**src/design/rvPkg.sv**
```systemverilog
/* rvPkg
   widths, ALU operation codes and the records carried between pipeline stages */
package rvPkg;

	// data path and register index widths
	localparam int xLen = 32;
	localparam int regAddrW = 5;

	typedef logic [xLen-1:0] word_t;
	typedef logic [regAddrW-1:0] regAddr_t;

	// ALU operations, passB feeds the immediate straight through for LUI
	typedef enum logic [2:0] {
		aluAdd,
		aluSub,
		aluAnd,
		aluOr,
		aluXor,
		aluPassB
	} aluOp_t;

	// one request on the shared single-port memory bus
	typedef struct packed {
		word_t addr;
		word_t wdata;
		logic write;
		logic valid;
	} memReq_t;

	// IF/ID contents
	typedef struct packed {
		word_t instr;
		word_t pc;
	} ifIdStage_t;

	// ID/EX contents, control bits first
	typedef struct packed {
		logic regWrite;
		logic memToReg;
		logic memWrite;
		logic aluSrc;
		logic branch;
		logic branchNe;
		logic jump;
		aluOp_t aluOp;
		regAddr_t rs1;
		regAddr_t rs2;
		regAddr_t rd;
		word_t rs1Val;
		word_t rs2Val;
		word_t imm;
		word_t pc;
	} idExStage_t;

	// EX/MEM contents
	typedef struct packed {
		logic regWrite;
		logic memToReg;
		logic memWrite;
		word_t aluOut;
		word_t storeData;
		regAddr_t rd;
	} exMemStage_t;

	// MEM/WB contents
	typedef struct packed {
		logic regWrite;
		logic memToReg;
		word_t aluOut;
		word_t loadData;
		regAddr_t rd;
	} memWbStage_t;

endpackage

```
**src/design/fetchUnit.sv**
```systemverilog
`timescale 1ns/1ps
/* fetchUnit
   program counter, next pc select and the instruction read request */
module fetchUnit import rvPkg::*; #(
	parameter word_t resetPc = '0
) (
	input logic clk,
	input logic reset,
	input logic pcEn,
	input logic takeBranch,
	input word_t target,
	input word_t memRdata,
	output memReq_t fetchReq,
	output word_t fetchPc,
	output word_t fetchInstr
);

	word_t pc;
	word_t pcPlus4;
	word_t nextPc;

	assign pcPlus4 = pc + 32'd4;
	// redirect from execute wins over sequential flow
	assign nextPc = takeBranch ? target : pcPlus4;

	// pc latch, enable is active low like the stage latches
	always_ff @(posedge clk or negedge reset) begin
		if (!reset) begin
			pc <= resetPc;
		end else if (!pcEn) begin
			pc <= nextPc;
		end
	end

	// read of the current pc every cycle, the arbiter may refuse it
	always_comb begin
		fetchReq = '0;
		fetchReq.addr = pc;
		fetchReq.valid = 1'b1;
	end

	assign fetchPc = pc;
	// bus read is combinational, so the word is here in the same cycle
	assign fetchInstr = memRdata;

endmodule

```
**config.mk**
```make
export PLATFORM = sky130hd
export DESIGN_NAME = fetchUnit
export DESIGN_NICKNAME = d
export VERILOG_FILES = /design/src/design/rvPkg.sv /design/src/design/fetchUnit.sv
export SDC_FILE = /design/constraint.sdc
export NUM_CORES = 1
export LEC_CHECK = 0
export BUFFER_PORTS_ARGS = -buffer_cell sky130_fd_sc_hd__buf_2
export CAP_MARGIN = 20
export CORE_MARGIN = 2
export CORE_UTILIZATION = 40
export CTS_BUF_LIST = sky130_fd_sc_hd__clkbuf_8
export CTS_CLUSTER_DIAMETER = 120
export DETAILED_ROUTE_END_ITERATION = 10
export PLACE_DENSITY = 0.76
export SETUP_SLACK_MARGIN = 0.05
export SKIP_LAST_GASP = 1
export SLEW_MARGIN = 10
export SYNTH_ARGS = -nofsm -noshare
export SYNTH_HDL_FRONTEND = slang
export SYNTH_SLANG_ARGS = --single-unit
export TNS_END_PERCENT = 100
```
**constraint.sdc**
```tcl
create_clock -name clk -period 2.3 [get_ports clk]
set_input_delay 0.23 -clock clk [delete_from_list [all_inputs] [get_ports clk]]
set_output_delay 0.23 -clock clk [all_outputs]
set_load 0.005 [all_outputs]
```
* Yosys cells after proc, flatten, opt, wreduce, memory -nomap -nowiden
Cells that the tools add are included.
** Word-level totals
- Register bits :: 32
** Operators by class
- Multiplexer cells :: 1
- $add $sub $neg :: 1
** Operators by type and width (number)
- 32-bit by 3-bit adder with 32-bit output, second input constant :: 1
- 32-bit 2-to-1 mux :: 1

* Depth between registers and ports, before layout
Gate-level depths: netlist of the first run.
- Word-level depth :: 2
- Gate-level depth with buffers :: 7

* Least setup slack after synthesis of the first run
No wires, ideal clock.
- Kind :: flip-flop to flip-flop
- From :: reg pc[2], in the netlist fetchPc[2]
- To :: reg pc[24], in the netlist fetchPc[24]
- Clock period less this slack :: 1.881 ns
- Cell stages (with the launch flop) :: 8
- Path slack :: 0.419 ns
- Arrival :: 1.801 ns
- Library setup time :: 0.079 ns
- Data required time :: 2.221 ns
- Path through :: dfrtp_1 > ha_1 > and4_1 > clkbuf_1 > nand2_1 > or3_1 > a21oi_1 > a2bb2oi_1
** Between the ends
- Longest elaborated chain between the ends :: 2
** RTL lines
- start, declared :: RTL line fetchUnit.sv:18 : word_t pc;
- start signal, assigned :: RTL line fetchUnit.sv:29 : pc <= resetPc;
- start signal, assigned :: RTL line fetchUnit.sv:31 : pc <= nextPc;
- 32-bit by 3-bit adder with 32-bit output :: RTL line fetchUnit.sv:22 : assign pcPlus4 = pc + 32'd4;
- 32-bit 2-to-1 mux :: RTL line fetchUnit.sv:24 : assign nextPc = takeBranch ? target : pcPlus4;
No other way between the ends.
A chain may end at the register's enable or synchronous reset.

* Final worst setup path of the first run
Ends and elaborated chain as after synthesis.

==> results of run 1 <==
[worst max path at each step]
stage               start           to
6_report       fetchPc[2]  fetchPc[24]
4_1_cts        fetchPc[2]  fetchPc[24]
5_1_grt        fetchPc[2]  fetchPc[24]
2_1_floorplan  fetchPc[2]  fetchPc[24]
3_3_place_gp   fetchPc[2]  fetchPc[24]
3_5_place_dp   fetchPc[2]  fetchPc[24]
[Yosys cell counts, drive strengths merged, types with 2 or more instances]
cell type  instances
buf              101
dfrtp             32
o21ai             28
nand2             24
a21oi             23
nand3             17
nor2              16
clkbuf            14
and3               8
a22oi              7
nor3               7
and4               6
nand4              6
o22ai              5
inv                4
mux2i              4
nor4               4
o22a               4
a211oi             2
a2bb2oi            2
a31oi              2
a32oi              2
a41oi              2
and2               2
conb               2
o211ai             2
or3                2
or4                2
[routing by layer]
layer | up-vias | routed length (um)
met3 | 24 | 539
met4 | 0 | 215
met2 | 146 | 3090
li1 | 1146 | -
met1 | 1142 | 2910
met5 | - | 0
[cell type report]
type	count	area (um^2)	area share, %
Inverter	4	15.0	0.541
Timing Repair Buffer	105	541	19.5
Clock buffer	6	82.6	2.97
Multi-Input combinational cell	223	1230	44.3
Clock inverter	2	7.51	0.270
Sequential cell	32	801	28.8
Tap cell	80	100	3.60
[stage by stage]
step	power (uW)	setup slack [ns]	utilization, %	hold WS [ns]	cell area (um^2)
5_1_grt	1800	0.0905	41.6	0.0677	2780
2_1_floorplan	1170	0.419	-	-0.0656	2850
6_report	1690	0.275	41.6	0.00676	2780
3_3_place_gp	1240	0.392	40.2	0.345	2690
3_5_place_dp	1250	0.294	40.2	0.344	2690
4_1_cts	1700	0.268	41.6	0.0360	2780
[power by group through the flow]
stage	Sequential [uW]	Combinational [uW]	Clock [uW]
floorplan	767	408	0
detailed placement	788	459	0
global route	803	520	478
finish	779	455	453
global placement	781	458	0
CTS	778	461	458
[cell families (layout without fill, tap and decap cells)]
kind of cell | Yosys count | after routing
buffers and inverters | 119 | 117
muxes | 5 | 5
AOI/OAI and AO/OA | 87 | 87
DFF | 32 | 32
and+or+nand+nor | 96 | 96
other | 2 | 34
adders and majority gates | 1 | 1
[worst max-delay path, delay by kind of cell (launching register included)]
kind | cells | cell delay [ns]
and+or+nand+nor | 3 | 0.99
AOI/OAI and AO/OA | 2 | 0.31
DFF | 1 | 0.42
adders and majority gates | 1 | 0.23
==> qor.yml, run 1 <==
ys_warn_count: 0
layout_common_cells: "buf_2 (99), conb_1 (34), dfrtp_1 (32), o21ai_0 (28)"
slowest_delay_ns: 0.42
synth.cell_area_um2: 2730
cp_cell_sequence: "ha_1 > and4_1 > nand2_1 > or3_1 > a21oi_1 > a2bb2oi_1"
area_delta_synth_final_pct: 1.74
largest_reg_flops: 32
synth_top_family_by_area: "buffers and inverters"
ys_seq_elements: 32
cp_data_arrival_time_ns: 2.24
grt_pass1_wl_um: 10500
async_flop_share_pct: 100
fp.dieW_um: 86.6
grt_usage_pct: 17.9
coreArea_um2: 6680
gr-usage-met2_pct: 27.1
setup_violations: 0
p_leak_uw: 0.00134
wirelength_um: 6750
p_sw_share_pct: 34.7
drtAntennaViolNets: 0
r2r-start: "fetchPc[2]"
seqPwrFrac_pct: 46.2
slew_headroom_pct: 49.9
path_max_fanout: 8
slew_violations: 0
dp_cells: 444
postSynthCellCount: 342
rrSetupSlack_ns: 0.27
max_cap_viol_count: 0
hold_viol: 0
yosys.area_share.simple_pct: 18.2
clock_skew_ns: 0.00573
layout_commonest_cell: "buf_2"
yosysTopAreaCellShare_pct: 29.3
io_pins: 198
grt_max_degree: 43
final.min_clock_period_ns: 2.03
antenna_found_initial: 0
fp.dieH_um: 86.6
synthAdderAreaFrac_pct: 0.458
critical_path_class: "reg -> reg"
first_iter_violations: 226
dieArea_um2: 7500
status: "completed"
cts_root_buf: "clkbuf_8"
peakVddDrop_mv: 0.342
reg2regPathDepth: 6
synth-xor-area-share_pct: 0
start_util_pct: 40.9
tightestPinTransition_ns: 0.751
post-dp-hpwl_um: 5000
start_kind: "flip-flop"
synth_ff_type: "dfrtp_1"
gp_congestion: 0.931
p_per_area_nw_per_um2: 607
grt_pass1_vias: 1982
required_ns: 2.51
via_per_inst: 5.44
use_met1_pct: 24.8
ys_seq_area_share_pct: 29.3
synth_compound_area_share_pct: 19.8
clockPowerShare_pct: 26.8
yosysTopAreaCell: "dfrtp_1"
insertion_delay_ns: 0.29
clock-sinks: 32
post_synth.cell_area_avg_um2: 7.98
cts_resized: 0
netlist_top_cells_area: "dfrtp_1 (29%), buf_4 (27%), o21ai_0 (5.1%), a21oi_1 (4.2%), nand2_1 (3.2%)"
critPathCaptureType: "flip-flop"
fillerInstances: 682
period_share_pct: 88.0
top_usage_layer: "met2"
clk_pin_slew_worst_paths_ns: 0.07
cts_tree: "yes"
htree_levels: 2
grt.overflow.total: 0
switching_power_uw: 586
cts_buffers: 5
r2r-end: "fetchPc[24]"
drive_gt1_share_pct: 30.9
wire_per_inst_um: 14.9
fp-row-count: 30
muxShareOfSynthArea_pct: 1.88
internal_power_uw: 1100
vias: 2458
fin_cells: 452
synth_edf_count: 0
ctsHoldBuffers: 0
cts.path.max_buffers: 2
fin_nets: 440
io_buffer_count: 99
dr.pass1.iters: 5
combPwrFrac_pct: 27.0
postCtsSetupBuffers: 0
cp_slowest_cell: "dfrtp_1"
antenna_cells: 0
hold_class: "in -> async"
post-route-drc-count: 0
tns_ns: 0
fmax_mhz: 494
synth_cell_types: 43
rsz0062_at_grt: "false"
grtUsageMet3_pct: 3.62
Power figures use the tool's default switching activity.
==> run 2: changes to the inputs <==
--- a/config.mk
+++ b/config.mk
@@ -9,7 +9,6 @@
 export CAP_MARGIN = 20
 export CORE_MARGIN = 2
 export CORE_UTILIZATION = 40
-export CTS_BUF_LIST = sky130_fd_sc_hd__clkbuf_8
 export CTS_CLUSTER_DIAMETER = 120
 export DETAILED_ROUTE_END_ITERATION = 10
 export PLACE_DENSITY = 0.76
==> run 2 against run 1 <==
  * Design area did not move
  * Critical path depth did not move
  * Routed wire length fell by 0.40%
  * Die area did not move
  * Worst setup slack improved by 0.0027 ns
  * Fmax rose by 0.13%
  * Non-clock buffer count did not move
  * First-iteration DRC count rose by 0.44%
  * Critical endpoint unchanged
  * Largest power group unchanged
==> qor.yml, run 2 (same netlist as run 1, synthesis figures left out) <==
fp.dieW_um: 86.6  # unchanged
cts.path.max_buffers: 2  # unchanged
gr-usage-met2_pct: 27.1  # unchanged
endpoint: "fetchPc[24]"
cp_data_arrival_time_ns: 2.24  # about the same
wire_per_inst_um: 14.9  # -0.40%
start_util_pct: 40.9  # unchanged
tns_ns: 0  # unchanged
dr.pass1.iters: 5  # unchanged
dieArea_um2: 7500  # unchanged
path_buf_inv: 0  # unchanged
cts_resized: 0  # unchanged
post-route-drc-count: 0  # unchanged
gp_congestion: 0.931  # unchanged
fp-row-count: 30  # unchanged
seqCellArea_um2: 801  # unchanged
critPathCaptureType: "flip-flop"
setup_violations: 0  # unchanged
grt_pass1_vias: 1982  # unchanged
grt_max_degree: 43  # unchanged
fp.dieH_um: 86.6  # unchanged
via_per_inst: 5.35  # -1.7%
antenna_cells: 0  # unchanged
postCtsSetupBuffers: 0  # unchanged
layout_common_cells: "buf_2 (99), conb_1 (34), dfrtp_1 (32), o21ai_0 (28)"
wirelength_um: 6730  # -0.40%
io_buffer_count: 99  # unchanged
io_pins: 198  # unchanged
critical_path_class: "reg -> reg"
clock-sinks: 32  # unchanged
reg2regPathDepth: 6  # unchanged
hold_slack_ns: 0.000400  # -0.00636 ns
tightestPinTransition_ns: 0.736  # -0.0155 ns
fmax_mhz: 494  # +0.13%
ctsHoldBuffers: 0  # unchanged
insertion_delay_ns: 0.29  # about the same
drive_gt1_share_pct: 30.9  # unchanged
slew_headroom_pct: 50.9  # +1.0 points
cts_root_buf: "clkbuf_8"
top_usage_layer: "met2"
rrSetupSlack_ns: 0.28  # about the same
start_kind: "flip-flop"
grt.overflow.total: 0  # unchanged
layout_commonest_cell: "buf_2"
coreArea_um2: 6680  # unchanged
grtUsageMet3_pct: 3.62  # unchanged
required_ns: 2.51  # about the same
p_leak_uw: 0.00134  # -0.62%
rsz0062_at_grt: "false"
r2r-end: "fetchPc[24]"
slew_violations: 0  # unchanged
timing.critical_path.from: "fetchPc[2]"
fillerInstances: 682  # unchanged
vias: 2417  # -1.7%
status: "completed"
crit_family: "simple AND/OR/NAND/NOR gates"
post-dp-hpwl_um: 5000  # unchanged
worst-path-stages: 6  # unchanged
final_cell_area_um2: 2780  # unchanged
cp_slowest_cell: "dfrtp_1"
r2r-start: "fetchPc[2]"
p_per_area_nw_per_um2: 610  # +0.45%
placed_area_um2: 2690  # unchanged
period_share_pct: 87.9  # -0.12 points
clk_pin_slew_worst_paths_ns: 0.07  # about the same
cts_tree: "yes"
cts_buffers: 5  # unchanged
fin_nets: 440  # unchanged
cp_cell_sequence: "ha_1 > and4_1 > nand2_1 > or3_1 > a21oi_1 > a2bb2oi_1"
first_iter_violations: 227  # +0.44%
grt_usage_pct: 17.9  # unchanged
slowest_delay_ns: 0.42  # about the same
peakVddDrop_mv: 0.342  # about the same
multi_input_area_um2: 1230  # unchanged
use_met1_pct: 24.8  # unchanged
antenna_found_initial: 0  # unchanged
hold_class: "in -> async"
clock_skew_ns: 0.00571  # -0.0000154 ns
hold_viol: 0  # unchanged
final.min_clock_period_ns: 2.02  # -0.00271 ns
area_delta_synth_final_pct: 1.74  # unchanged
path_max_fanout: 8  # unchanged
htree_levels: 2  # unchanged
grt_pass1_wl_um: 10500  # unchanged
max_cap_viol_count: 0  # unchanged
largest_reg_flops: 32  # unchanged
drtAntennaViolNets: 0  # unchanged
## run 2: layout make-up
type / count / area share [%]
clock buffer: 8 / 3.24
tap: 80 / 3.60
timing repair buffer: 105 / 19.5
inverter: 4 / 0.541
sequential: 32 / 28.8
multi-input combinational: 223 / 44.3
## run 2: through the flow
step / worst slack (ns) / total power, uW / utilization, % / instances
floorplan: 0.419 / 1170 / - / 374
global placement: 0.392 / 1240 / 40.2 / 444
detailed placement: 0.294 / 1250 / 40.2 / 444
CTS: 0.268 / 1700 / 41.6 / 452
global route: 0.0905 / 1810 / 41.6 / 452
finish: 0.278 / 1690 / 41.6 / 452
## run 2: layer usage
layer | vias up | part of all wire [%]
met5 | - | 0
li1 | 1143 | -
met3 | 24 | 7.7
met1 | 1119 | 43
met2 | 131 | 46
met4 | 0 | 3.2
## run 2: worst min-delay path by stage
| stage | cells past startpoint | slack [ns] | end |
|---|---|---|---|
| floorplan | 0 | -0.07 | fetchPc[0] |
| global placement | 1 | 0.34 | fetchPc[25] |
| detailed placement | 1 | 0.34 | fetchPc[31] |
| CTS | 1 | 0.04 | fetchPc[27] |
| global route | 1 | 0.07 | fetchPc[27] |
| finish | 1 | 0.0004 | fetchPc[19] |
## run 2: report_power, final
group / leakage, uW / internal (uW) / total [uW] / switching, uW
combinational: 0.000915 / 223 / 455 / 232
clock: 0.0000455 / 244 / 461 / 217
sequential: 0.000376 / 643 / 778 / 135
==> run 3: changes to the inputs <==
--- a/config.mk
+++ b/config.mk
@@ -11,10 +11,11 @@
 export CORE_UTILIZATION = 40
 export CTS_CLUSTER_DIAMETER = 120
 export DETAILED_ROUTE_END_ITERATION = 10
+export MAX_ROUTING_LAYER = met4
 export PLACE_DENSITY = 0.76
 export SETUP_SLACK_MARGIN = 0.05
 export SKIP_LAST_GASP = 1
-export SLEW_MARGIN = 10
+export SLEW_MARGIN = 20
 export SYNTH_ARGS = -nofsm -noshare
 export SYNTH_HDL_FRONTEND = slang
 export SYNTH_SLANG_ARGS = --single-unit
==> run 3 against run 2 <==
  * Via count shrank 0.33%
  * Largest power group unchanged
  * Worst hold slack improved by 0.011 ns
  * Sequential share of layout area decreased by 0.065 points
  * Count of clock-buffer cells in the layout fell by 1
==> qor.yml, run 3 (same netlist as run 1, synthesis figures left out) <==
fp.dieH_um: 86.6  # unchanged
wirelength_um: 6850  # +1.9%
coreArea_um2: 6680  # unchanged
dr.pass1.iters: 4  # -1
rrSetupSlack_ns: 0.31  # +0.03 ns
setup_violations: 0  # unchanged
post-dp-hpwl_um: 5030  # +0.43%
grt_pass1_wl_um: 10700  # +1.6%
required_ns: 2.52  # about the same
io_pins: 198  # unchanged
critPathCaptureType: "flip-flop"
insertion_delay_ns: 0.29  # about the same
antenna_cells: 0  # unchanged
path_max_fanout: 8  # unchanged
slew_violations: 0  # unchanged
layout_commonest_cell: "buf_2"
largest_reg_flops: 32  # unchanged
wire_per_inst_um: 15.2  # +2.1%
vias: 2409  # -0.33%
r2r-start: "fetchPc[2]"
tns_ns: 0  # unchanged
layout_common_cells: "buf_2 (99), conb_1 (34), dfrtp_1 (32), o21ai_0 (28)"
place_ws_ns: 0.307  # +0.0127 ns
timing.final.ws_setup_ns: 0.307  # +0.0297 ns
grt.overflow.total: 0  # unchanged
grt_pass1_vias: 2072  # +4.5%
period_share_pct: 86.6  # -1.3 points
cts_resized: 0  # unchanged
area_delta_synth_final_pct: 1.97
clock-sinks: 32  # unchanged
first_iter_violations: 167  # -26%
status: "completed"
grt_max_degree: 43  # unchanged
fin_nets: 440  # unchanged
fp.dieW_um: 86.6  # unchanged
fmax_mhz: 502  # +1.5%
peakVddDrop_mv: 0.261  # -24%
grt_usage_pct: 18.7  # +0.79 points
drive_gt1_share_pct: 31.3  # +0.35 points
critical_path_class: "reg -> reg"
antenna_found_initial: 0  # unchanged
start_util_pct: 40.9  # unchanged
dieArea_um2: 7500  # unchanged
cts_root_buf: "clkbuf_8"
rsz0062_at_grt: "false"
slew_headroom_pct: 49.5  # -1.5 points
post-route-drc-count: 0  # unchanged
fp-row-count: 30  # unchanged
start_kind: "flip-flop"
r2r-end: "fetchPc[24]"
ctsHoldBuffers: 0  # unchanged
final.min_clock_period_ns: 1.99  # -0.0297 ns
reg2regPathDepth: 6  # unchanged
tightestPinTransition_ns: 0.758  # +0.0218 ns
clk_pin_slew_worst_paths_ns: 0.07  # about the same
hold_viol: 0  # unchanged
io_buffer_count: 99  # unchanged
htree_levels: 2  # unchanged
via_per_inst: 5.34  # -0.11%
clock_skew_ns: 0.00743  # +0.00172 ns
postCtsSetupBuffers: 0  # unchanged
p_leak_uw: 0.00134  # +0.36%
cts.path.max_buffers: 2  # unchanged
drtAntennaViolNets: 0  # unchanged
cp_data_arrival_time_ns: 2.21  # -0.03 ns
p_per_area_nw_per_um2: 618  # +1.4%
hold_class: "in -> async"
max_cap_viol_count: 0  # unchanged
cts_buffers: 5  # unchanged
gp_congestion: 0.922  # -1.0%
cts_tree: "yes"
==> run 3: worst max-delay path: stages (launching register included) <==
cell and delay (ns):
dfrtp_1 0.42, ha_1 0.23, and4_1 0.33, nand2_1 0.22, or3_1 0.41, a21oi_1 0.16
a2bb2oi_1 0.15
==> run 3: area by class of cell <==
cell class,count,area (um^2)
Multi-Input combinational cell,223,1230
Tap cell,80,100
Timing Repair Buffer,105,541
Clock buffer,7,96.3
Inverter,4,15.0
Fill cell,702,3900
Sequential cell,32,801
==> run 3: worst max-delay path by stage <==
stage	from	to	slack, ns
floorplan	fetchPc[2]	fetchPc[24]	0.42
global placement	fetchPc[2]	fetchPc[24]	0.39
detailed placement	fetchPc[2]	fetchPc[24]	0.31
CTS	fetchPc[2]	fetchPc[24]	0.29
global route	fetchPc[2]	fetchPc[24]	0.09
finish	fetchPc[2]	fetchPc[24]	0.31
==> run 3: report_power, final <==
| part | leakage [uW] | switching (uW) | internal [uW] |
|---|---|---|---|
| combinational | 0.000915 | 235 | 223 |
| sequential | 0.000376 | 138 | 643 |
| clock | 0.0000503 | 216 | 267 |
| total | 0.00134 | 589 | 1130 |
==> run 3: stage by stage <==
| step | area, um^2 | power [uW] | cells | hold WS (ns) | util [%] |
|---|---|---|---|---|---|
| 2_1_floorplan | 2850 | 1170 | 374 | -0.0656 | - |
| 3_3_place_gp | 2690 | 1240 | 444 | 0.344 | 40.2 |
| 3_5_place_dp | 2690 | 1250 | 444 | 0.352 | 40.2 |
| 4_1_cts | 2780 | 1740 | 451 | 0.0394 | 41.7 |
| 5_1_grt | 2780 | 1850 | 451 | 0.0764 | 41.7 |
| 6_report | 2780 | 1720 | 451 | 0.0119 | 41.7 |
==> run 3: metal layers <==
metal	track usage (%)	share of wire, %	routed length (um)	vias up
met5	-	0	0	-
met3	3.81	7.9	543	16
met4	6.96	2.5	170	0
li1	-	-	-	1153
met1	24.2	42	2890	1121
met2	29.0	47	3250	119
